### src/include/fu_cfg.svh
`ifndef FU_CFG_SVH
`define FU_CFG_SVH

// datapath width of the cluster
`define FU_XLEN 64

// reorder buffer index
`define ROB_IDX_W 5

// physical register tag
`define PRF_IDX_W 6

// one bit per unresolved branch
`define BR_MASK_W 4

// multiplier pipeline depth, must divide FU_XLEN (2, 4 or 8)
`define MULT_STAGES 4

// hard-wired zero register, never written
`define ZERO_REG 31

// width of the decoded select, function and condition codes
`define FU_ENUM_W 3

`endif

### src/hdl/fu_pkg.sv
`include "fu_cfg.svh"

package fu_pkg;

	// target execution unit
	typedef enum logic [`FU_ENUM_W-1:0] {
		sel_none,
		sel_alu,
		sel_cond_branch,
		sel_uncond_branch,
		sel_mult
	} fu_sel_e;

	typedef enum logic [`FU_ENUM_W-1:0] {
		alu_add,
		alu_sub,
		alu_and,
		alu_or,
		alu_xor,
		alu_sll,
		alu_srl,
		alu_cmplt
	} alu_func_e;

	// condition tested on operand a against zero
	typedef enum logic [`FU_ENUM_W-1:0] {
		br_eq,
		br_ne,
		br_lt,
		br_ge,
		br_always
	} br_cond_e;

	typedef struct packed {
		logic [`PRF_IDX_W-1:0] dest;
		logic [`ROB_IDX_W-1:0] rob_idx;
		logic [`BR_MASK_W-1:0] br_mask;
	} fu_tag_t;

	typedef struct packed {
		fu_tag_t               tag;
		logic [`FU_XLEN-1:0]   value;
	} fu_result_t;

endpackage

### src/hdl/fu_if.sv
`include "fu_cfg.svh"

// decoded operation from the issue stage to the units
interface fu_issue_if;
	import fu_pkg::*;

	// one-hot unit strobes
	logic                alu_start;
	logic                br_start;
	logic                mult_start;
	logic [`FU_XLEN-1:0] opa;
	logic [`FU_XLEN-1:0] opb;
	alu_func_e           func;
	br_cond_e            cond;
	logic [`FU_XLEN-1:0] npc;
	logic [`FU_XLEN-1:0] disp;
	fu_tag_t             tag;

	modport source (
		output alu_start, br_start, mult_start, opa, opb, func, cond, npc, disp, tag
	);

	modport sink (
		input alu_start, br_start, mult_start, opa, opb, func, cond, npc, disp, tag
	);

endinterface


### src/hdl/fu_br.sv
`include "fu_cfg.svh"

module fu_br (
	input  logic                  clk,
	input  logic                  arst_n_i,
	fu_issue_if.sink              issue,
	input  logic                  recovery_i,
	output logic                  br_done_o,
	output logic                  br_taken_o,
	output logic [`FU_XLEN-1:0]   br_target_o,
	output logic [`ROB_IDX_W-1:0] br_rob_idx_o
);
	import fu_pkg::*;

	logic                  taken;
	logic                  done_r;
	logic                  taken_r;
	logic [`FU_XLEN-1:0]   target_r;
	logic [`ROB_IDX_W-1:0] rob_idx_r;

	// operand a compared against zero
	always_comb begin
		case (issue.cond)
			br_eq:     taken = (issue.opa == '0);
			br_ne:     taken = (issue.opa != '0);
			br_lt:     taken = issue.opa[`FU_XLEN-1];
			br_ge:     taken = !issue.opa[`FU_XLEN-1];
			br_always: taken = 1'b1;
			default:   taken = 1'b0;
		endcase
	end

	always_ff @(posedge clk or negedge arst_n_i) begin
		if (!arst_n_i) begin
			done_r <= 1'b0;
		end else begin
			done_r <= issue.br_start;
		end
	end

	always_ff @(posedge clk) begin
		taken_r   <= taken;
		target_r  <= issue.npc + issue.disp;
		rob_idx_r <= issue.tag.rob_idx;
	end

	// a recovery in the output cycle drops the result
	assign br_done_o    = done_r && !recovery_i;
	assign br_taken_o   = taken_r;
	assign br_target_o  = target_r;
	assign br_rob_idx_o = rob_idx_r;

endmodule

### src/flat_wrapper.sv
// flat-port wrapper written by rule: the top's interface ports become plain ports
module fu_br_flat import fu_pkg::*;
  (clk, arst_n_i, recovery_i, br_done_o, br_taken_o, br_target_o, br_rob_idx_o, issue_alu_start, issue_br_start, issue_mult_start, issue_opa, issue_opb, issue_func, issue_cond, issue_npc, issue_disp, issue_tag);
  fu_issue_if issue_i ();
  input  logic clk;
  input  logic arst_n_i;
  input  logic recovery_i;
  output logic br_done_o;
  output logic br_taken_o;
  output logic [`FU_XLEN-1:0] br_target_o;
  output logic [`ROB_IDX_W-1:0] br_rob_idx_o;
  input wire logic [$bits(issue_i.alu_start)-1:0] issue_alu_start;
  input wire logic [$bits(issue_i.br_start)-1:0] issue_br_start;
  input wire logic [$bits(issue_i.mult_start)-1:0] issue_mult_start;
  input wire logic [$bits(issue_i.opa)-1:0] issue_opa;
  input wire logic [$bits(issue_i.opb)-1:0] issue_opb;
  input wire logic [$bits(issue_i.func)-1:0] issue_func;
  input wire logic [$bits(issue_i.cond)-1:0] issue_cond;
  input wire logic [$bits(issue_i.npc)-1:0] issue_npc;
  input wire logic [$bits(issue_i.disp)-1:0] issue_disp;
  input wire logic [$bits(issue_i.tag)-1:0] issue_tag;
  assign issue_i.alu_start = issue_alu_start;
  assign issue_i.br_start = issue_br_start;
  assign issue_i.mult_start = issue_mult_start;
  assign issue_i.opa = issue_opa;
  assign issue_i.opb = issue_opb;
  assign issue_i.func = issue_func;
  assign issue_i.cond = issue_cond;
  assign issue_i.npc = issue_npc;
  assign issue_i.disp = issue_disp;
  assign issue_i.tag = issue_tag;
  fu_br u_core (.clk(clk), .arst_n_i(arst_n_i), .issue(issue_i), .recovery_i(recovery_i), .br_done_o(br_done_o), .br_taken_o(br_taken_o), .br_target_o(br_target_o), .br_rob_idx_o(br_rob_idx_o));
endmodule
### config.mk
export PLATFORM = sky130hd
export DESIGN_NAME = fu_br_flat
export DESIGN_NICKNAME = d
export VERILOG_FILES = /design/src/hdl/fu_pkg.sv /design/src/hdl/fu_if.sv /design/src/hdl/fu_br.sv /design/src/flat_wrapper.sv
export VERILOG_INCLUDE_DIRS = /design/src /design/src/include
export SDC_FILE = /design/constraint.sdc
export NUM_CORES = 1
export LEC_CHECK = 0
export ABC_AREA = 1
export ABC_CLOCK_PERIOD_IN_PS = 800
export BUFFER_PORTS_ARGS = -buffer_cell sky130_fd_sc_hd__clkbuf_2
export CAP_MARGIN = 20
export CORE_MARGIN = 5
export CORE_UTILIZATION = 44
export CTS_CLUSTER_SIZE = 12
export DETAILED_ROUTE_END_ITERATION = 6
export PLACE_DENSITY = 0.82
export SETUP_SLACK_MARGIN = 0.02
export SLEW_MARGIN = 20
export SYNTH_ARGS = -nofsm -noshare
export SYNTH_HDL_FRONTEND = slang
export SYNTH_SLANG_ARGS = --single-unit
### constraint.sdc
create_clock -name clk -period 0.8 [get_ports clk]
set_input_delay 0.16 -clock clk [delete_from_list [all_inputs] [get_ports clk]]
set_output_delay 0.16 -clock clk [all_outputs]
set_load 0.03 [all_outputs]
Yosys cells after proc, flatten, opt, wreduce, memory -nomap -nowiden
Cells that the tools add are included.
{ "totals": {"wordCells": 16, "out_inout_bits": 71, "reg_bits": 71, "in_bits": 283} }
{ "op_classes": {"reduce_logical": 6, "eq_ne": 4, "n_addsub": 1, "mux": 1} }
{ "ops": {"columns": ["op", "count"], "rows": [
  ["adder 64 bit", 1],
  ["logical NOT 64 bit", 1],
  ["nonzero test 64 bit", 1],
  ["equality test 3 x 2 -> 1 bit, second input constant", 2],
  ["one-hot mux 1 bit (5 select lines)", 1],
  ["equality test 3 x 1 -> 1 bit, second input constant", 1],
  ["equality test 3 bit, second input constant", 1],
  ["logical NOT 3 bit", 1],
  ["logical NOT 1 bit", 2],
  ["logical AND 1 bit", 1]
]} }

Longest topological paths before layout
{ "depth": {"word_depth": 2, "depth_mapped": 14, "mapped_depth_nobuf": 14} }

Worst setup path after synthesis
Ideal clock, no wire load.
{ "synth_path": {"path_type": "input-to-reg", "from": "input issue_disp[0]", "to": "register u_core.target_r[60], in the netlist u_core.br_target_o[60]", "t_required_ps": 688, "cell_stages": 14, "t_arrival_ps": 1576, "setup_time_ps": 112, "setup_slack_ps": -888, "cell_sequence": "ha_1 -> fa_1 -> nand3_1 -> nand3_2 -> nand2_1 -> nand2_2 -> nand2_1 -> nand2_1 -> nand2_1 -> nand2_2 -> nand2_1 -> nand2_1 -> nand2_1 -> nand2_1"} }
{ "synth_between": {"elab_chain_cells": 1} }
{ "synth_lines": {"columns": ["element", "line", "source"], "rows": [
  ["start: declaration", "flat_wrapper.sv:20", "input wire logic [$bits(issue_i.disp)-1:0] issue_disp;"],
  ["adder 64 bit", "fu_br.sv:43", "target_r <= issue.npc + issue.disp;"],
  ["end signal: assignment", "fu_br.sv:43", null],
  ["end: declaration", "fu_br.sv:18", "logic [`FU_XLEN-1:0] target_r;"]
]} }
No other way between the ends.

Worst setup path in the final report
{ "layout_path": {"from": "input issue_disp[10]", "to": "register u_core.target_r[35], in the netlist u_core.br_target_o[35]"} }
Same word-level chain as after synthesis.

==> results.py <==
metrics = {
    "status": {
        "status": "complete, but fails checks",
        "violations": "negative setup slack",
    },
    "final_layout": {
        "multiInputGateArea_mm2": 0.00682,
        "area_growth_pct": 77.1,
        "diodes": 0,
        "nFillCells": 1174,
        "drive_gt1_share_pct": 46.2,
        "nets": 2180,
        "final-seq-area_mm2": 0.00152,
    },
    "global_routing": {
        "first_global_vias": 10200,
        "grt_use_total_pct": 31.2,
        "overflow": 0,
        "antenna_found_initial": 0,
        "grt_first_pass_wirelength_mm": 49.5,
        "grt_max_degree": 15,
    },
    "route": {
        "wire_per_inst_um": 17.3,
        "drt_iter0_markers": 1173,
        "wl_mm": 35.6,
        "drc": 0,
        "drt.antenna.violating_nets": 0,
        "vias": 10600,
        "vias_per_cell": 5.15,
        "drt_first_pass_iters": 6,
    },
    "die": {
        "dieWidth_um": 141,
        "fp.coreArea_mm2": 0.0171,
        "ios": 354,
        "die_area_mm2": 0.0200,
        "rows": 48,
        "initial_core_util_pct": 44.4,
        "die_h_um": 141,
    },
    "yosys": {
        "ys_ff_latch": 71,
        "synth_edf_count": 0,
        "syn_avg_cell_area_um2": 5.40,
        "netlist_area_mm2": 0.00759,
        "netlist_instances": 1405,
        "ys.warnings.count": 0,
        "ys_top_cells_by_area": "nand2_1 (30%), dfxtp_1 (18%), inv_1 (16%), ha_1 (10%), nor2_1 (6.1%)",
        "post_synth_num_cell_types": 25,
        "async_flop_share_pct": 1.41,
        "synth_nets": 1752,
        "yosysSeqAreaShare_pct": 18.8,
        "yosysTopAreaCell": "nand2_1",
        "synth_top_area_share_pct": 29.7,
        "synth_ff_type": "dfxtp_1",
    },
    "sta": {
        "fmax_ghz": 0.616,
        "tightest_slew_ns": 0.383,
        "setup_violations": 134,
        "relSlewSlack_pct": 74.5,
        "rsz0062_at_grt": "yes",
        "fin_crit_ns": 1.62,
        "whs_ns": 0.0304,
        "layout_setup_ws_ns": -0.823,
        "slew_viol_final": 0,
        "period_share_pct": 203,
        "final_hold_viol_count": 0,
    },
    "pwr": {
        "power_mw": 20.6,
        "ir_drop_mv": 1.24,
        "p_per_area_mw_per_mm2": 1530,
        "p_leak_nw": 7.52,
    },
    "setup_path": {
        "crit_path_end_kind": "flop",
        "critPathRequiredTime_ns": 1.03,
        "worstPathArrival_ns": 1.86,
        "worstSetupStartpointType": "input pin",
        "crit_path_max_fanout": 4,
        "path_class": "input pin to flop",
    },
    "clock_network": {
        "cts_sinks": 71,
        "cts_buffer_depth": 2,
        "tritoncts": "built",
        "cts_root_buf": "clkbuf_16",
        "path_clk_slew_ns": 0.07,
        "cts_buffers": 9,
        "h-tree-depth": 3,
    },
    "worst_hold_path": {
        "hold_depth": 2,
        "hp-class": "input pin to flop",
        "worstHoldStart": "issue_disp[0]",
        "hold_end": "u_core.br_target_o[0]$_DFF_P_",
    },
    "place": {
        "routabilityCongestion": 1.04,
        "hpwl_mm": 25.4,
        "numPortBuffers": 274,
    },
    "run": {
        "maxCapViolations": 0,
    },
}
[layout make-up]
cell class,instances,share of cell area [%]
clock buffers,9,1.68
clock inverters,7,0.596
inverters,322,9.01
multi-input cells,1012,50.7
flip-flops and latches,71,11.3
well taps,225,2.09
repair buffers,417,24.6
[cells in the mapped netlist (12+ instances only)]
cell,number
nand2_1,601
inv_1,321
nor2_1,124
dfxtp_1,70
ha_1,63
nand3_1,49
a21oi_1,41
xor2_1,31
nand2_2,24
nand4_1,16
nor2_2,14
nor3_1,12
[what timing repair did]
item,CTS,global route
hold buffers,7,0
buffers inserted,13,12
pin swaps,56,44
setup endpoints to repair,134,134
hold endpoints to repair,7,0
resized for setup,321,220
[layout by cell type (no fill, tap or decap), types with 20 or more instances in the layout]
cell type / instances
buf_4: 120
nor2_4: 21
a21oi_1: 21
inv_2: 20
nor2_2: 37
nand2_4: 45
dfxtp_2: 68
buf_8: 71
ha_4: 60
buf_6: 27
nand3_1: 33
nand2_2: 100
inv_1: 301
nor2_1: 83
nand2_1: 478
a21oi_2: 20
clkbuf_2: 191
xor2_1: 29
[power breakdown]
part / total (mW) / internal [mW] / switching, mW
Combinational: 11.3 / 5.14 / 6.17
Sequential: 4.94 / 4.39 / 0.552
Clock: 4.37 / 2.46 / 1.91
Total: 20.6 / 12.0 / 8.63
[flip-flops by register name, indices dropped and copies added (netlist names)]
signal and flops:
u_core.br_target_o 64, u_core.br_rob_idx_o 5, u_core.br_taken_o 1, u_core.done_r 1
[critical path, stage by stage]
cell and delay [ns]:
clkbuf_2 0.10, ha_4 0.28, nand2_4 0.13, inv_1 0.07
nand2_1 0.10, nand2_1 0.11, inv_1 0.11, nand2_1 0.08
nand2_1 0.21, nand3_4 0.15, nand3_2 0.12, nand2_1 0.09
nand2_1 0.09, nand2_1 0.05
[per-layer routing]
| metal | GRT usage (%) | vias up | share of wire (%) |
|---|---|---|---|
| li1 | - | 5032 | - |
| met1 | 39.2 | 4793 | 38 |
| met2 | 55.0 | 648 | 49 |
| met3 | 3.64 | 154 | 8.4 |
| met4 | 11.1 | 0 | 5.0 |
| met5 | 0 | - | 0 |
[worst max path at each step]
stage / startpoint / end / slack (ns) / cells past startpoint
after global placement: issue_disp[0] / u_core.br_target_o[60]$_DFF_P_ / -1.03 / 15
final: issue_disp[10] / u_core.br_target_o[35]$_DFF_P_ / -0.82 / 14
after CTS: issue_npc[0] / u_core.br_target_o[60]$_DFF_P_ / -0.63 / 15
after global routing: issue_npc[6] / u_core.br_target_o[15]$_DFF_P_ / -0.86 / 10
after floorplan: issue_disp[0] / u_core.br_target_o[60]$_DFF_P_ / -0.76 / 14
after detailed placement: issue_disp[0] / u_core.br_target_o[60]$_DFF_P_ / -1.12 / 15
[cell families after synthesis]
group           Yosys count  share of synthesized area [%]
simple gates            868                           47.7
buf+inv                 322                           15.9
flops                    71                           18.8
fa+ha+maj                64                           10.6
compound gates           48                           3.26
xor+xnor                 32                           3.69
[per-stage QoR]
stage	setup TNS, ns	utilization, %	setup slack (ns)	instance area [µm²]	instances
2_1_floorplan	-30.56	-	-0.765	8690	1405
3_3_place_gp	-50.62	65.3	-1.03	11200	2016
3_5_place_dp	-53.50	65.3	-1.12	11200	2016
4_1_cts	-40.77	74.5	-0.628	12800	2052
5_1_grt	-53.19	78.6	-0.864	13400	2063
6_report	-49.30	78.6	-0.823	13400	2063
Note: power is estimated with default switching activity, not from simulation.
