`config.mk`:
```
export PLATFORM = sky130hd
export DESIGN_NAME = fu_mult_stage_flat
export DESIGN_NICKNAME = d
export VERILOG_FILES = /design/src/hdl/fu_pkg.sv /design/src/hdl/fu_if.sv /design/src/hdl/fu_mult_stage.sv /design/src/flat_wrapper.sv
export VERILOG_INCLUDE_DIRS = /design/src /design/src/include
export SDC_FILE = /design/constraint.sdc
export NUM_CORES = 2
export LEC_CHECK = 0
export ABC_AREA = 1
export BUFFER_PORTS_ARGS = -buffer_cell sky130_fd_sc_hd__clkbuf_2
export CAP_MARGIN = 25
export CORE_ASPECT_RATIO = 1.4
export CORE_MARGIN = 3
export CORE_UTILIZATION = 55
export CTS_CLUSTER_SIZE = 20
export DETAILED_ROUTE_END_ITERATION = 16
export PLACE_DENSITY = 0.86
export REMOVE_ABC_BUFFERS = 1
export SLEW_MARGIN = 20
export SYNTH_ARGS = -nofsm -noshare
export SYNTH_HDL_FRONTEND = slang
export SYNTH_SLANG_ARGS = --single-unit
```
`constraint.sdc`:
```
create_clock -name clk -period 11.2 [get_ports clk]
set_input_delay 1.68 -clock clk [delete_from_list [all_inputs] [get_ports clk]]
set_output_delay 1.68 -clock clk [all_outputs]
set_load 0.1 [all_outputs]
```
`src/include/fu_cfg.svh`:
```
`ifndef FU_CFG_SVH
`define FU_CFG_SVH

// datapath width of the cluster
`define FU_XLEN 64

// reorder buffer index
`define ROB_IDX_W 5

// physical register tag
`define PRF_IDX_W 6

// one bit per unresolved branch
`define BR_MASK_W 4

// multiplier pipeline depth, must divide FU_XLEN (2, 4 or 8)
`define MULT_STAGES 4

// hard-wired zero register, never written
`define ZERO_REG 31

// width of the decoded select, function and condition codes
`define FU_ENUM_W 3

`endif

```
`src/hdl/fu_pkg.sv`:
```
`include "fu_cfg.svh"

package fu_pkg;

	// target execution unit
	typedef enum logic [`FU_ENUM_W-1:0] {
		sel_none,
		sel_alu,
		sel_cond_branch,
		sel_uncond_branch,
		sel_mult
	} fu_sel_e;

	typedef enum logic [`FU_ENUM_W-1:0] {
		alu_add,
		alu_sub,
		alu_and,
		alu_or,
		alu_xor,
		alu_sll,
		alu_srl,
		alu_cmplt
	} alu_func_e;

	// condition tested on operand a against zero
	typedef enum logic [`FU_ENUM_W-1:0] {
		br_eq,
		br_ne,
		br_lt,
		br_ge,
		br_always
	} br_cond_e;

	typedef struct packed {
		logic [`PRF_IDX_W-1:0] dest;
		logic [`ROB_IDX_W-1:0] rob_idx;
		logic [`BR_MASK_W-1:0] br_mask;
	} fu_tag_t;

	typedef struct packed {
		fu_tag_t               tag;
		logic [`FU_XLEN-1:0]   value;
	} fu_result_t;

endpackage

```
`src/hdl/fu_if.sv`:
```
`include "fu_cfg.svh"


// completed result, hold flows back from the consumer
interface fu_result_if;
	import fu_pkg::*;

	logic       done;
	fu_result_t res;
	logic       hold;

	modport source (output done, res, input hold);
	modport sink (input done, res, output hold);

endinterface

```
`src/hdl/fu_mult_stage.sv`:
```
`include "fu_cfg.svh"

module fu_mult_stage (
	input  logic                  clk,
	input  logic                  arst_n_i,
	fu_result_if.sink             upstream,
	input  logic                  issue_start_i,
	input  logic [`FU_XLEN-1:0]   multiplicand_i,
	input  logic [`FU_XLEN-1:0]   multiplier_i,
	input  logic                  recovery_i,
	input  logic                  pred_correct_i,
	input  logic [`BR_MASK_W-1:0] tag_fix_i,
	fu_result_if.source           downstream,
	output logic [`FU_XLEN-1:0]   multiplicand_o,
	output logic [`FU_XLEN-1:0]   multiplier_o
);
	import fu_pkg::*;

	// multiplier bits consumed per stage
	localparam int SLICE_W = `FU_XLEN / `MULT_STAGES;

	logic                  done_r;
	fu_tag_t               tag_r;
	logic [`FU_XLEN-1:0]   acc_r;
	logic [`FU_XLEN-1:0]   mcand_r;
	logic [`FU_XLEN-1:0]   mplier_r;
	logic                  stall;
	logic                  in_kill;
	logic                  held_kill;
	logic [`FU_XLEN-1:0]   acc_in;
	logic [`FU_XLEN-1:0]   slice_pp;
	logic [`BR_MASK_W-1:0] in_mask;

	assign stall         = done_r && downstream.hold;
	assign upstream.hold = stall;

	// a fresh multiply starts from an empty accumulator
	assign acc_in   = issue_start_i ? '0 : upstream.res.value;
	assign slice_pp = multiplicand_i *
		{{(`FU_XLEN-SLICE_W){1'b0}}, multiplier_i[SLICE_W-1:0]};

	assign in_kill   = recovery_i && |(upstream.res.tag.br_mask & tag_fix_i);
	assign held_kill = recovery_i && |(tag_r.br_mask & tag_fix_i);
	assign in_mask   = pred_correct_i ? (upstream.res.tag.br_mask & ~tag_fix_i)
		: upstream.res.tag.br_mask;

	always_ff @(posedge clk or negedge arst_n_i) begin
		if (!arst_n_i) begin
			done_r <= 1'b0;
		end else if (stall) begin
			done_r <= !held_kill;
		end else begin
			done_r <= upstream.done && !in_kill;
		end
	end

	always_ff @(posedge clk) begin
		if (stall) begin
			// frozen entry still sees resolved branches
			if (pred_correct_i) begin
				tag_r.br_mask <= tag_r.br_mask & ~tag_fix_i;
			end
		end else begin
			tag_r.dest    <= upstream.res.tag.dest;
			tag_r.rob_idx <= upstream.res.tag.rob_idx;
			tag_r.br_mask <= in_mask;
			acc_r         <= acc_in + slice_pp;
			mcand_r       <= multiplicand_i << SLICE_W;
			mplier_r      <= multiplier_i >> SLICE_W;
		end
	end

	assign downstream.done = done_r;
	assign downstream.res  = '{tag: tag_r, value: acc_r};
	assign multiplicand_o  = mcand_r;
	assign multiplier_o    = mplier_r;

	// an entry offered while this stage is held must wait upstream
	assert property (@(posedge clk) disable iff (!arst_n_i)
		stall && upstream.done && !in_kill |=> upstream.done);

endmodule

```
`src/flat_wrapper.sv`:
```
// flat-port wrapper written by rule: the top's interface ports become plain ports
module fu_mult_stage_flat import fu_pkg::*;
  (clk, arst_n_i, issue_start_i, multiplicand_i, multiplier_i, recovery_i, pred_correct_i, tag_fix_i, multiplicand_o, multiplier_o, upstream_done, upstream_res, upstream_hold, downstream_done, downstream_res, downstream_hold);
  fu_result_if upstream_i ();
  fu_result_if downstream_i ();
  input  logic clk;
  input  logic arst_n_i;
  input  logic issue_start_i;
  input  logic [`FU_XLEN-1:0] multiplicand_i;
  input  logic [`FU_XLEN-1:0] multiplier_i;
  input  logic recovery_i;
  input  logic pred_correct_i;
  input  logic [`BR_MASK_W-1:0] tag_fix_i;
  output logic [`FU_XLEN-1:0] multiplicand_o;
  output logic [`FU_XLEN-1:0] multiplier_o;
  input wire logic [$bits(upstream_i.done)-1:0] upstream_done;
  input wire logic [$bits(upstream_i.res)-1:0] upstream_res;
  output wire logic [$bits(upstream_i.hold)-1:0] upstream_hold;
  output wire logic [$bits(downstream_i.done)-1:0] downstream_done;
  output wire logic [$bits(downstream_i.res)-1:0] downstream_res;
  input wire logic [$bits(downstream_i.hold)-1:0] downstream_hold;
  assign upstream_i.done = upstream_done;
  assign upstream_i.res = upstream_res;
  assign upstream_hold = upstream_i.hold;
  assign downstream_done = downstream_i.done;
  assign downstream_res = downstream_i.res;
  assign downstream_i.hold = downstream_hold;
  fu_mult_stage u_core (.clk(clk), .arst_n_i(arst_n_i), .upstream(upstream_i), .issue_start_i(issue_start_i), .multiplicand_i(multiplicand_i), .multiplier_i(multiplier_i), .recovery_i(recovery_i), .pred_correct_i(pred_correct_i), .tag_fix_i(tag_fix_i), .downstream(downstream_i), .multiplicand_o(multiplicand_o), .multiplier_o(multiplier_o));
endmodule
```
# Word-level counts from Yosys, hierarchy flattened

Cells that the tools add are included.

Flip-flop bits (word level): 176
Input port bits: 218
Output and inout port bits: 209
Word-level logic and storage cells: 28

Add/sub/neg operators: 1
Multipliers: 1
Eq/ne operators: 1
Multiplexer cells: 5
Bitwise logic cells: 5
Reductions and logical operators: 8

Operators by type and width:

| operator                             | count |
|---|---|
| adder 64 bit                         | 1 |
| multiplier 64 x 16 -> 64 bit         | 1 |
| 2-to-1 mux 64 bit                    | 1 |
| AND 4 bit                            | 4 |
| 2-to-1 mux 4 bit                     | 3 |
| OR reduction 4 bit                   | 2 |
| logical AND 1 bit                    | 4 |
| inverter 4 bit                       | 1 |
| logical NOT 1 bit                    | 2 |
| != test 2 bit, second input constant | 1 |
| 2-to-1 mux 1 bit                     | 1 |

# Logic depth before layout (Yosys ltp)

Depth in word-level cells: 6
Gate-level depth with buffers: 29
Gate-level depth less buffers: 27

# Worst setup path before layout

OpenSTA, ideal clock, no wires.

Kind: input-to-output
From: input port downstream_hold
To: output port upstream_hold
Arrival time: 9.104 ns
Required time: 9.520 ns
Slack: 0.416 ns
Stages: 3
Buffers on the path: 1
Path through: nand2_1 -> clkbuf_1 -> inv_1

Cells in the longest elaborated chain, start to end: 1

RTL lines:

| element            | line                | source |
|---|---|---|
| start: declaration | flat_wrapper.sv:21  | `input wire logic [$bits(downstream_i.hold)-1:0] downstream_hold;` |
| logical AND 1 bit  | fu_mult_stage.sv:34 | `assign stall = done_r && downstream.hold;` |
| end: declaration   | flat_wrapper.sv:18  | `output wire logic [$bits(upstream_i.hold)-1:0] upstream_hold;` |

No other way between the ends.

# Worst setup path in the final report

From: input port multiplier_i[1]
To: register u_core.acc_r[60] (data pin)

Cells in the longest elaborated chain, start to end: 2

RTL lines:

| element                      | line                | source |
|---|---|---|
| start: declaration           | flat_wrapper.sv:10  | `` input logic [`FU_XLEN-1:0] multiplier_i; `` |
| multiplier 64 x 16 -> 64 bit | fu_mult_stage.sv:39 | `assign slice_pp = multiplicand_i *` |
| adder 64 bit                 | fu_mult_stage.sv:67 | `acc_r <= acc_in + slice_pp;` |
| end signal: assignment       | fu_mult_stage.sv:67 |  |
| end: declaration             | fu_mult_stage.sv:24 | `` logic [`FU_XLEN-1:0] acc_r; `` |

No other way between the ends.
A chain may end at the register's enable or synchronous reset.

==> metrics.txt <==
run status=completed; Cells after Synth=4,525; clk_lat worst skew=520 ps; FMAX=123.3 MHz; Syn Std Cell Area=36,840 sq um; I/O pin total=427; Crit Path Class=in2reg; nets=5,878; via density per instance=5.386; Rel. slew slack=0.3605; first-pass GRT wire length=178,400 microns; CTS Buffer Depth=2; most common cell after layout, fill and taps aside=inv_1; row count=111; Routed Antenna Nets=0; post-CTS resize count=0; CTS H-tree lvls=4; die height=312.2 microns; vias=30,190; antenna violations before repair=0; GRT overflow=0; r2r setup slk=8850 ps; Core ar.=65,970 sq um; Sequential Area=5280 sq um; Multi-input gate area=25,400 sq um; fraction of layout cells with a size suffix above 1=0.1179; sequential fraction of the synthesis area=0.1433; post-synth cell types=42; cts hold-fix bufs=0; RSZ-0062 raised after global routing=false; setup_tns=0 ps; gr usage total=0.3376; Worst Tran Pin Value=959.2 ps; Setup crit end kind=register; #FFs+latches synth=176; GP Congestion=1.025; Die Wd=224.7 microns; initial drt markers=2,199; CTS sink count=176; First-pass DRT Iterations=7; worst hold path type=reg2reg; period utilization=0.7244; Worst EP arrival=8380 ps; Final min period=8113 ps; drt drc=0; WL per Instance=20.54 microns; initial core utilization=0.5584; FILL cells=5,477; full die area=70,160 sq um; crit path launch type=input port; largest net degree at the start of global routing=72; crit-path max FO=28; CTS tree=built; ant diodes=0; Port Buffers=394; maxcap violations=0; routed wire length=115,100 microns; Mapped Avg Cell Area=8.141 sq um; Area growth, synth to finish=7.863%; Setup Buffers After CTS=0; yosys warns=0; CTS Root Cell=clkbuf_16; Worst Path Required=11,470 ps; cts bufs inserted=17; Setup Skew=17.09 ps; vias in the first global route=33,410; clock transition at the registers of the reported paths=80 ps; Hold Fails Final Rpt=0; final max-slew violation count=0; commonest cells after routing, fill and taps aside=1,361 x inv_1, 1,279 x nand2_1, 814 x fa_1; dpl hpwl=94,810 microns; setup violators final=0
[layout make-up]
| cell class | instances | share of cell area |
|---|---|---|
| Sequential cell | 176 | 0.1329 |
| Clock buffer | 17 | 0.01071 |
| Multi-Input combinational cell | 2742 | 0.6391 |
| Inverter | 1390 | 0.1313 |
| Tap cell | 847 | 0.02667 |
| Timing Repair Buffer | 419 | 0.05435 |
| Clock inverter | 15 | 0.004944 |
[cells in the mapped netlist, drive strengths merged]
cell type | count | area, sq um
nor2 | 152 | 650.6
inv | 1390 | 5218
or2 | 2 | 12.52
a21oi | 85 | 455.4
a21o | 6 | 52.55
edfxtp | 175 | 5255
a32o | 4 | 40.04
buf | 74 | 415.4
nand4 | 15 | 93.84
nor3 | 15 | 100.1
a21boi | 2 | 15.01
xnor2 | 6 | 52.55
a31o | 1 | 8.760
conb | 1 | 3.750
xor2 | 37 | 324.1
nand3b | 3 | 22.52
nor4 | 4 | 52.55
ha | 100 | 1251
a31oi | 2 | 12.51
o21bai | 15 | 112.6
o21a | 3 | 22.52
dfrtp | 1 | 25.02
fa | 814 | 16300
clkbuf | 174 | 653.1
o21ai | 50 | 250.2
nand2 | 1310 | 4997
nand3 | 84 | 445.4
[path summary, 6_finish.rpt]
check                                                    start                                   to  cells past startpoint
setup reg to reg              u_core.downstream.done$_DFF_PN0_            u_core.acc_r[6]$_DFFE_PN_                      2
hold reg to reg            u_core.downstream.res[67]$_DFFE_PP_  u_core.downstream.res[67]$_DFFE_PP_                      1
min in group asynchronous                             arst_n_i     u_core.downstream.done$_DFF_PN0_                      1
max in group asynchronous                             arst_n_i     u_core.downstream.done$_DFF_PN0_                      1
hold / removal             u_core.downstream.res[67]$_DFFE_PP_  u_core.downstream.res[67]$_DFFE_PP_                      1
setup / recovery                               multiplier_i[1]           u_core.acc_r[60]$_DFFE_PN_                     25
[metrics by stage]
stage / util / worst slack (ps) / hold WS, ps / std cells / cell area (sq um)
after global placement: 0.5929 / 2722 / 582.0 / 5574 / 39110
after global routing: 0.6023 / 2907 / 634.6 / 5606 / 39730
final: 0.6023 / 3087 / 613.4 / 5606 / 39730
after floorplan: - / 2018 / 1259 / 4308 / 35890
after detailed placement: 0.5929 / 2667 / 594.3 / 5574 / 39110
after CTS: 0.6023 / 3171 / 615.3 / 5606 / 39730
[cell families after synthesis]
group,share of synthesized area
xor+xnor,0.01022
buf+inv,0.1706
other cells,0.0001018
flops,0.1433
compound gates,0.02632
simple gates,0.1731
fa+ha+maj,0.4763
[registers in the layout (all words and copies together), names as in the netlist]
| name | cells |
|---|---|
| u_core.acc_r | 64 |
| u_core.downstream.done | 1 |
| u_core.downstream.res | 15 |
| u_core.multiplicand_o | 48 |
| u_core.multiplier_o | 48 |
[critical path, stage by stage]
cell and delay [ps]:
clkbuf_2 620, buf_4 460, buf_4 350, nand2_1 140
fa_1 560, inv_1 60, fa_1 530, inv_1 50
fa_1 480, fa_1 540, inv_1 50, fa_1 490
inv_1 50, fa_1 490, inv_1 60, ha_1 500
nand2_1 130, nor2_1 120, inv_1 70, nor2_1 230
nand2_1 140, nor3_1 150, nand2_1 160, nand3_1 120
nand2_1 70
[metal layers]
metal  wire length [microns]  global-route usage  vias to the layer above
li1                        -                   -                    13000
met2                   57720              0.5905                     1813
met5                       0                   0                        -
met3                   10030             0.06717                      667
met1                   36290              0.3511                    14710
met4                   11080              0.2686                        0
Power is not shown: default switching activity piles up to over one toggle a cycle in this logic, so the estimate is an artifact.
