===== src/include/fu_cfg.svh =====
`ifndef FU_CFG_SVH
`define FU_CFG_SVH

// datapath width of the cluster
`define FU_XLEN 64

// reorder buffer index
`define ROB_IDX_W 5

// physical register tag
`define PRF_IDX_W 6

// one bit per unresolved branch
`define BR_MASK_W 4

// multiplier pipeline depth, must divide FU_XLEN (2, 4 or 8)
`define MULT_STAGES 4

// hard-wired zero register, never written
`define ZERO_REG 31

// width of the decoded select, function and condition codes
`define FU_ENUM_W 3

`endif


===== src/hdl/fu_pkg.sv =====
`include "fu_cfg.svh"

package fu_pkg;

	// target execution unit
	typedef enum logic [`FU_ENUM_W-1:0] {
		sel_none,
		sel_alu,
		sel_cond_branch,
		sel_uncond_branch,
		sel_mult
	} fu_sel_e;

	typedef enum logic [`FU_ENUM_W-1:0] {
		alu_add,
		alu_sub,
		alu_and,
		alu_or,
		alu_xor,
		alu_sll,
		alu_srl,
		alu_cmplt
	} alu_func_e;

	// condition tested on operand a against zero
	typedef enum logic [`FU_ENUM_W-1:0] {
		br_eq,
		br_ne,
		br_lt,
		br_ge,
		br_always
	} br_cond_e;

	typedef struct packed {
		logic [`PRF_IDX_W-1:0] dest;
		logic [`ROB_IDX_W-1:0] rob_idx;
		logic [`BR_MASK_W-1:0] br_mask;
	} fu_tag_t;

	typedef struct packed {
		fu_tag_t               tag;
		logic [`FU_XLEN-1:0]   value;
	} fu_result_t;

endpackage


===== src/hdl/fu_if.sv =====
`include "fu_cfg.svh"


// completed result, hold flows back from the consumer
interface fu_result_if;
	import fu_pkg::*;

	logic       done;
	fu_result_t res;
	logic       hold;

	modport source (output done, res, input hold);
	modport sink (input done, res, output hold);

endinterface


===== src/hdl/fu_cdb_arb.sv =====
`include "fu_cfg.svh"

module fu_cdb_arb (
	fu_result_if.sink             alu_res,
	fu_result_if.sink             mult_res,
	input  logic                  br_done_i,
	input  logic [`ROB_IDX_W-1:0] br_rob_idx_i,
	input  logic                  recovery_i,
	output logic                  cdb_vld_o,
	output logic [`PRF_IDX_W-1:0] cdb_tag_o,
	output logic [`FU_XLEN-1:0]   cdb_value_o,
	output logic                  rob_done_o,
	output logic [`ROB_IDX_W-1:0] rob_idx_o
);
	import fu_pkg::*;

	logic       alu_win;
	logic       mult_win;
	logic       win_vld;
	fu_result_t win;

	// multiplier waits on ALU, branch completion or recovery
	assign mult_res.hold = mult_res.done && (alu_res.done || br_done_i || recovery_i);

	// branch takes the ROB port, ALU completion would have to wait
	assign alu_res.hold = alu_res.done && br_done_i;

	assign alu_win  = alu_res.done && !recovery_i;
	assign mult_win = mult_res.done && !mult_res.hold;
	assign win_vld  = alu_win || mult_win;
	assign win      = alu_win ? alu_res.res : mult_res.res;

	// zero register completes without a write
	assign cdb_vld_o   = win_vld && (win.tag.dest != `PRF_IDX_W'(`ZERO_REG));
	assign cdb_tag_o   = win.tag.dest;
	assign cdb_value_o = win.value;

	// branch first, then the bus winner
	assign rob_done_o = br_done_i || win_vld;
	assign rob_idx_o  = br_done_i ? br_rob_idx_i : win.tag.rob_idx;

endmodule


===== src/flat_wrapper.sv =====
// flat-port wrapper written by rule: the top's interface ports become plain ports
module fu_cdb_arb_flat import fu_pkg::*;
  (br_done_i, br_rob_idx_i, recovery_i, cdb_vld_o, cdb_tag_o, cdb_value_o, rob_done_o, rob_idx_o, alu_res_done, alu_res_res, alu_res_hold, mult_res_done, mult_res_res, mult_res_hold);
  fu_result_if alu_res_i ();
  fu_result_if mult_res_i ();
  input  logic br_done_i;
  input  logic [`ROB_IDX_W-1:0] br_rob_idx_i;
  input  logic recovery_i;
  output logic cdb_vld_o;
  output logic [`PRF_IDX_W-1:0] cdb_tag_o;
  output logic [`FU_XLEN-1:0] cdb_value_o;
  output logic rob_done_o;
  output logic [`ROB_IDX_W-1:0] rob_idx_o;
  input wire logic [$bits(alu_res_i.done)-1:0] alu_res_done;
  input wire logic [$bits(alu_res_i.res)-1:0] alu_res_res;
  output wire logic [$bits(alu_res_i.hold)-1:0] alu_res_hold;
  input wire logic [$bits(mult_res_i.done)-1:0] mult_res_done;
  input wire logic [$bits(mult_res_i.res)-1:0] mult_res_res;
  output wire logic [$bits(mult_res_i.hold)-1:0] mult_res_hold;
  assign alu_res_i.done = alu_res_done;
  assign alu_res_i.res = alu_res_res;
  assign alu_res_hold = alu_res_i.hold;
  assign mult_res_i.done = mult_res_done;
  assign mult_res_i.res = mult_res_res;
  assign mult_res_hold = mult_res_i.hold;
  fu_cdb_arb u_core (.alu_res(alu_res_i), .mult_res(mult_res_i), .br_done_i(br_done_i), .br_rob_idx_i(br_rob_idx_i), .recovery_i(recovery_i), .cdb_vld_o(cdb_vld_o), .cdb_tag_o(cdb_tag_o), .cdb_value_o(cdb_value_o), .rob_done_o(rob_done_o), .rob_idx_o(rob_idx_o));
endmodule

===== config.mk =====
export PLATFORM = sky130hd
export DESIGN_NAME = fu_cdb_arb_flat
export DESIGN_NICKNAME = d
export VERILOG_FILES = /design/src/hdl/fu_pkg.sv /design/src/hdl/fu_if.sv /design/src/hdl/fu_cdb_arb.sv /design/src/flat_wrapper.sv
export VERILOG_INCLUDE_DIRS = /design/src /design/src/include
export SDC_FILE = /design/constraint.sdc
export NUM_CORES = 1
export LEC_CHECK = 0
export ABC_AREA = 1
export BUFFER_PORTS_ARGS = -buffer_cell sky130_fd_sc_hd__buf_4
export CAP_MARGIN = 20
export CORE_AREA = 2 2 95 97
export DETAILED_ROUTE_END_ITERATION = 8
export DIE_AREA = 0 0 97 99
export SYNTH_ARGS = -nofsm -noshare
export SYNTH_HDL_FRONTEND = slang
export SYNTH_SLANG_ARGS = --single-unit

===== constraint.sdc =====
create_clock -name vclk -period 1.8
set_clock_uncertainty 0.15 [all_clocks]
set_input_delay 0.27 -clock vclk [all_inputs]
set_output_delay 0.27 -clock vclk [all_outputs]
set_load 0.01 [all_outputs]

# Word-level counts from Yosys, hierarchy flattened
# Index checks and enable logic that the tools add are counted.
totals:
  word_cells: 14
  regBits: 0
  in_bits: 167
  output_inout_bits: 79
classes:
  muxes: 2
  eq_ne: 1
  reduce_logical: 11
ops:
  columns: ["operator", "count"]
  rows:
  - ["79-bit 2-to-1 mux", 1]
  - ["6-bit by 5-bit != test with 1-bit output, second input constant", 1]
  - ["1-bit logical AND", 5]
  - ["5-bit 2-to-1 mux", 1]
  - ["1-bit logical OR", 4]
  - ["1-bit logical NOT", 2]

# Longest topological paths before layout
# Gate-level depths: netlist (run 1).
logic_depth:
  ltp_word: 7
  mapped_depth: 8
  ltp_nobuf: 7

# Worst setup path after layout (run 1)
layout_timing:
  startpoint: "in alu_res_done"
  endpoint: "out rob_done_o"
layout_via:
  elab_chain_len: 7
  elab_cells_between_ends: 8
  classes_between: "reduce/logical: 8"
layout_lines:
  columns: ["element", "line_no", "source"]
  rows:
  - ["start, declared", "flat_wrapper.sv:14", "input wire logic [$bits(alu_res_i.done)-1:0] alu_res_done;"]
  - ["1-bit logical OR (2 in series)", "fu_cdb_arb.sv:23", "assign mult_res.hold = mult_res.done && (alu_res.done || br_done_i || recovery_i);"]
  - ["1-bit logical AND", "fu_cdb_arb.sv:23", null]
  - ["1-bit logical NOT", "fu_cdb_arb.sv:29", "assign mult_win = mult_res.done && !mult_res.hold;"]
  - ["1-bit logical AND", "fu_cdb_arb.sv:29", null]
  - ["1-bit logical OR *", "fu_cdb_arb.sv:30", "assign win_vld = alu_win || mult_win;"]
  - ["1-bit logical OR *", "fu_cdb_arb.sv:39", "assign rob_done_o = br_done_i || win_vld;"]
  - ["end, declared", "flat_wrapper.sv:12", "output logic rob_done_o;"]
# Mark *: on every way between the ends. The rest lies on a longest branch, timed or not.

==> results of run 1 <==
[metal layers]
metal	up-vias	track usage, %
li1	1244	-
met1	967	13.8
met2	128	21.8
met3	4	2.77
met4	0	0.758
met5	-	0
[cells by family (layout without fill, tap and decap cells)]
kind of cell	after synthesis	count (layout)	synth area share [%]
AO/OA/AOI/OAI	10	10	6.49
AND/OR/NAND/NOR	228	228	81.7
buffers and inverters	26	254	11.8
[worst max-delay path, delay by kind of cell]
kind	cells	cell delay [ns]
AOI/OAI and AO/OA	1	0.22
buffers and inverters	4	0.53
and+or+nand+nor	2	0.20
[area by class of cell]
cell class / count / area, um2 / area share (%)
inverter: 10 / 37.5 / 1.25
tap: 108 / 135 / 4.52
timing repair buffer: 244 / 1890 / 63.0
multi-input combinational: 238 / 935 / 31.2
[report_power, final]
| part | switching, uW | internal (uW) |
|---|---|---|
| clock | 0 | 0 |
| combinational | 327 | 476 |
| sequential | 0 | 0 |
[final timing paths]
check	to	slack, ns	cells after the start
hold / removal	cdb_value_o[36]	0.66	4
setup / recovery	rob_done_o	0.14	7
[placed cells by master, fill, tap and decap left out]
master	n
sky130_fd_sc_hd__a21oi_1	1
sky130_fd_sc_hd__a31oi_1	6
sky130_fd_sc_hd__buf_12	4
sky130_fd_sc_hd__buf_4	239
sky130_fd_sc_hd__buf_6	1
sky130_fd_sc_hd__inv_1	9
sky130_fd_sc_hd__inv_2	1
sky130_fd_sc_hd__nand2_1	216
sky130_fd_sc_hd__nand2_2	1
sky130_fd_sc_hd__nand3_1	3
sky130_fd_sc_hd__nand3b_1	1
sky130_fd_sc_hd__nor2_1	7
sky130_fd_sc_hd__o21ai_2	2
sky130_fd_sc_hd__o31a_1	1
[through the flow]
step	setup slack (ns)	util (%)
after floorplan	0.345	-
after global placement	0.130	35.0
after detailed placement	0.0971	35.0
after CTS	0.0859	35.0
after global routing	0.0288	35.0
final	0.140	35.0
[repair_timing]
action	CTS	global route
endpoints found under the setup margin	0	1
setup buffers	0	0
gates resized for setup	0	1
==> results_dict.tcl, run 1 <==
set metrics [dict create \
    outcome "completed" \
    fillerInstances 954 \
    list_of_cells_traversed_by_the_critical_path "buf_4, nand2_2, inv_2, buf_12, a31oi_1, nand2_1, buf_4" \
    report.final.slew_viol_count 0 \
    drt_first_iter_violations 19 \
    cp_startpoint "alu_res_done" \
    holdCritStartpoint "alu_res_res[36]" \
    detailed_routing_iteration_count_for_the_pre_antenna_repair_pass 3 \
    period_minus_slack_ns 1.66 \
    routed-wl-met2_mm 3.20 \
    count_of_input_and_output_buffers 238 \
    unrepaired_setup_endpoints_after_global_routing "no" \
    irDropWorstVdd_mv 0.117 \
    antenna_found_initial 0 \
    globalRouteOverflowTotal 0 \
    routed_wire_length_per_instance_um 10.4 \
    placement.cell_area_um2 2990 \
    layout.clock_buffers 0 \
    worst_setup_path_end_kind "primary output" \
    synth.most_common_cell "sky130_fd_sc_hd__nand2_1" \
    sequential_cell_area_um2 0 \
    synth_top_area_cells "sky130_fd_sc_hd__nand2_1 (77%), sky130_fd_sc_hd__buf_2 (6.1%), sky130_fd_sc_hd__a31oi_1 (3.5%), sky130_fd_sc_hd__inv_1 (3.2%), sky130_fd_sc_hd__nor2_1 (2.5%)" \
    worst_path_largest_cell_delay_ns 0.22 \
    synth_area_um2 1060 \
    startpoint_type "input pin" \
    n_sequential_cell 0 \
    most_frequent_cell_on_critical_path "sky130_fd_sc_hd__buf_4" \
    timing.hold.worst.class "in2out" \
    area_growth_pct 182 \
    post_cts_hold_buffer_count 0 \
    netlist.top_cell.by_area "sky130_fd_sc_hd__nand2_1" \
    fin_worst_hold_slack_ns 0.657 \
    fp.dieH_um 99 \
    place_hpwl_mm 5.35 \
    layout.cell_area.non_filler_um2 2990 \
    fmax_achieved_mhz 602 \
    antenna_cells_inserted 0 \
    die_x_um 97 \
    mappedNetlistNets 431 \
    hold_viol 0 \
    syn_avg_cell_area_um2 4.01 \
    grt_max_degree 40 \
    endpoint_arrival_time_on_the_critical_path_ns 1.24 \
    drt-total-wl_mm 6.23 \
    tightest_slew_ns 0.340 \
    via_count 2343 \
    grt_first_pass_wirelength_mm 9.80 \
    netlist_instances 264 \
    criticalPathCategory "in2out" \
    std_cell_rows 34 \
    worst_path_max_delay_cell "sky130_fd_sc_hd__a31oi_1" \
    ys_warns 0 \
    setup_total_negative_slack_ns 0 \
    fraction_of_final_layout_cells_sized_beyond_drive_strength_1_pct 50.4 \
    finalSetupViolations 0 \
    post_synth_most_frequent_cells "sky130_fd_sc_hd__nand2_1 (216), sky130_fd_sc_hd__buf_2 (13), sky130_fd_sc_hd__inv_1 (9)" \
    wl_met3_um 642 \
    vias_per_cell 3.91 \
    power.total_uw 803 \
    fin_cells 600 \
    boundaryPins 246 \
    power.density_nw_per_um2 268 \
    floorplan.core_area_um2 8550 \
    cap_viol_max_count 0 \
    design.die.area_um2 9600 \
    synth_sequential_area_ratio_pct 0 \
    place.detailed.instances 600 \
    worst-path-max-fanout 31 \
    post-synth-top-area-fraction_pct 76.5 \
    finalWeightedCongestion 0.819 \
    maxUsedRoutingLayer "met4" \
    route.antenna.remaining_nets 0 \
    grt_use_total_pct 11.5 \
    wl_met1_mm 2.35 \
    leakagePower_uw 0.00191 \
    critPathRequiredTime_ns 1.38 \
    remaining_drc_errors 0 \
    timing.slew.headroom_pct 77.3 \
    yosys.cell_types.count 15 \
    min_period_over_period_pct 92.2 \
    num-nets-final 661 \
    start_util_pct 12.4 \
    grt_pass1_vias 2126 \
]
Note: power is estimated with default switching activity, not from simulation.
==> run 2: changes to the inputs <==
Settings changed: CORE_AREA 2 2 95 97 to 2 2 96 98, DIE_AREA 0 0 97 99 to 0 0 98 100.
Clock period 1.8 ns to 1.36 ns, I/O delays scaled along.
==> run 2 against run 1 <==
Against the previous run:
- the run now ends with negative setup slack left
- power increased by 63%
- final cell count up 3.2%
- flip-flop and latch count unchanged
- die area is 2.1% higher
- global-route usage is 1.5 points higher
==> results_dict.tcl, run 2 (same netlist as run 1, synthesis figures left out) <==
set metrics [dict create \
    cap_viol_max_count 0 \
    antenna_cells_inserted 0 \
    num-nets-final 677 \
    leakagePower_uw 0.00212 \
    detailed_routing_iteration_count_for_the_pre_antenna_repair_pass 5 \
    area_growth_pct 238 \
    worst_setup_path_end_kind "primary output" \
    count_of_input_and_output_buffers 238 \
    layout.cells.most_common "sky130_fd_sc_hd__buf_4" \
    die_x_um 98 \
    place_hpwl_mm 5.76 \
    floorplan.core_area_um2 8890 \
    list_of_cells_traversed_by_the_critical_path "buf_8, inv_8, buf_4, nand3_1, nand2_4, nand2_2, nor2_2, a21oi_2, buf_4" \
    power.net_switching_uw 537 \
    timing.hold.worst.class "in2out" \
    endpoint_arrival_time_on_the_critical_path_ns 1.09 \
    place.detailed.instances 612 \
    layout.cells.most_common_list "sky130_fd_sc_hd__buf_4 (228), sky130_fd_sc_hd__nand2_1 (174), sky130_fd_sc_hd__nand2_2 (25)" \
    criticalPathCategory "in2out" \
    grt_first_pass_wirelength_mm 10.8 \
    design.die.area_um2 9800 \
    min_period_over_period_pct 106 \
    timing.slew.headroom_pct 81.7 \
    fin_cells 619 \
    critical_path_buf_inv_count 4 \
    layout.clock_buffers 0 \
    post-route-worst-setup-slack_ns -0.0829 \
    drt-total-wl_mm 7.53 \
    unrepaired_setup_endpoints_after_global_routing "yes" \
    critPathTopFamily "buffers and inverters" \
    outcome "finished with violations" \
    fp.dieH_um 100 \
    pwr-share-seq_pct 0 \
    fraction_of_final_layout_cells_sized_beyond_drive_strength_1_pct 61.8 \
    routed_wire_length_per_instance_um 12.2 \
    clockPowerShare_pct 0 \
    setup_total_negative_slack_ns -1.07 \
    worst-path-max-fanout 5 \
    grt_use_total_pct 13.0 \
    fillerInstances 917 \
    final_core_utilization_pct 40.3 \
    std_cell_rows 35 \
    power.total_uw 1310 \
    antenna_found_initial 0 \
    globalRouteOverflowTotal 0 \
    comb_power_share_pct 100.0 \
    worst_path_largest_cell_delay_ns 0.15 \
    violated_checks "negative setup slack" \
    grt_max_degree 38 \
    finalWeightedCongestion 0.781 \
    fmax_achieved_mhz 693 \
    n_sequential_cell 0 \
    swShare_pct 40.9 \
    most_frequent_cell_on_critical_path "sky130_fd_sc_hd__buf_4" \
    vias_per_cell 4.06 \
    period_minus_slack_ns 1.44 \
    via_count 2514 \
    start_util_pct 11.9 \
    startpoint_type "input pin" \
    pre_cts_ws_ns -0.175 \
    route.antenna.remaining_nets 0 \
    drt_first_iter_violations 40 \
    power.density_nw_per_um2 366 \
    boundaryPins 246 \
    grt_pass1_vias 2325 \
    remaining_drc_errors 0 \
    report.final.slew_viol_count 0 \
    tightest_slew_ns 0.274 \
    irDropWorstVdd_mv 0.168 \
    internal_power_uw 776 \
    worst_path_max_delay_cell "sky130_fd_sc_hd__buf_4" \
    finalSetupViolations 28 \
    hold_viol 0 \
    sequential_cell_area_um2 0 \
    critPathRequiredTime_ns 1.01 \
]
==> run 2: power by group through the flow <==
stage | Combinational, uW | Clock (uW) | Sequential [uW]
floorplan | 369 | 0 | 0
CTS | 1210 | 0 | 0
finish | 1310 | 0 | 0
global route | 1420 | 0 | 0
global placement | 1090 | 0 | 0
detailed placement | 1100 | 0 | 0
==> run 2: what timing repair did <==
action / CTS / global route
gates resized for setup: 43 / 65
hold buffers: 0 / 0
pin swaps: 8 / 14
setup buffers: 3 / 0
gates cloned: 3 / 1
setup endpoints to repair: 73 / 75
==> run 2: cell type report <==
type               count  area (um2)  share of cell area, %
repair buffers       260        2200                   61.4
well taps            111         139                   3.87
inverters             10        52.6                   1.47
multi-input cells    238        1190                   33.2
==> run 2: path summary, 6_finish.rpt <==
| path | slack [ns] | depth (start not counted) | endpoint | start |
|---|---|---|---|---|
| setup / recovery | -0.08 | 9 | cdb_vld_o | recovery_i |
| hold / removal | 0.53 | 4 | cdb_value_o[48] | alu_res_res[48] |
==> run 2: metrics by stage <==
stage	instance area [um2]	hold slack, ns
after global routing	3580	0.545
after CTS	3320	0.528
after floorplan	1060	0.347
after global placement	3060	0.524
after detailed placement	3060	0.528
final	3580	0.527
==> run 2: layer usage <==
layer	wire length [um]	GRT usage (%)
met3	678	2.16
met4	50	1.60
met2	4190	25.4
met1	2610	15.1
met5	0	0
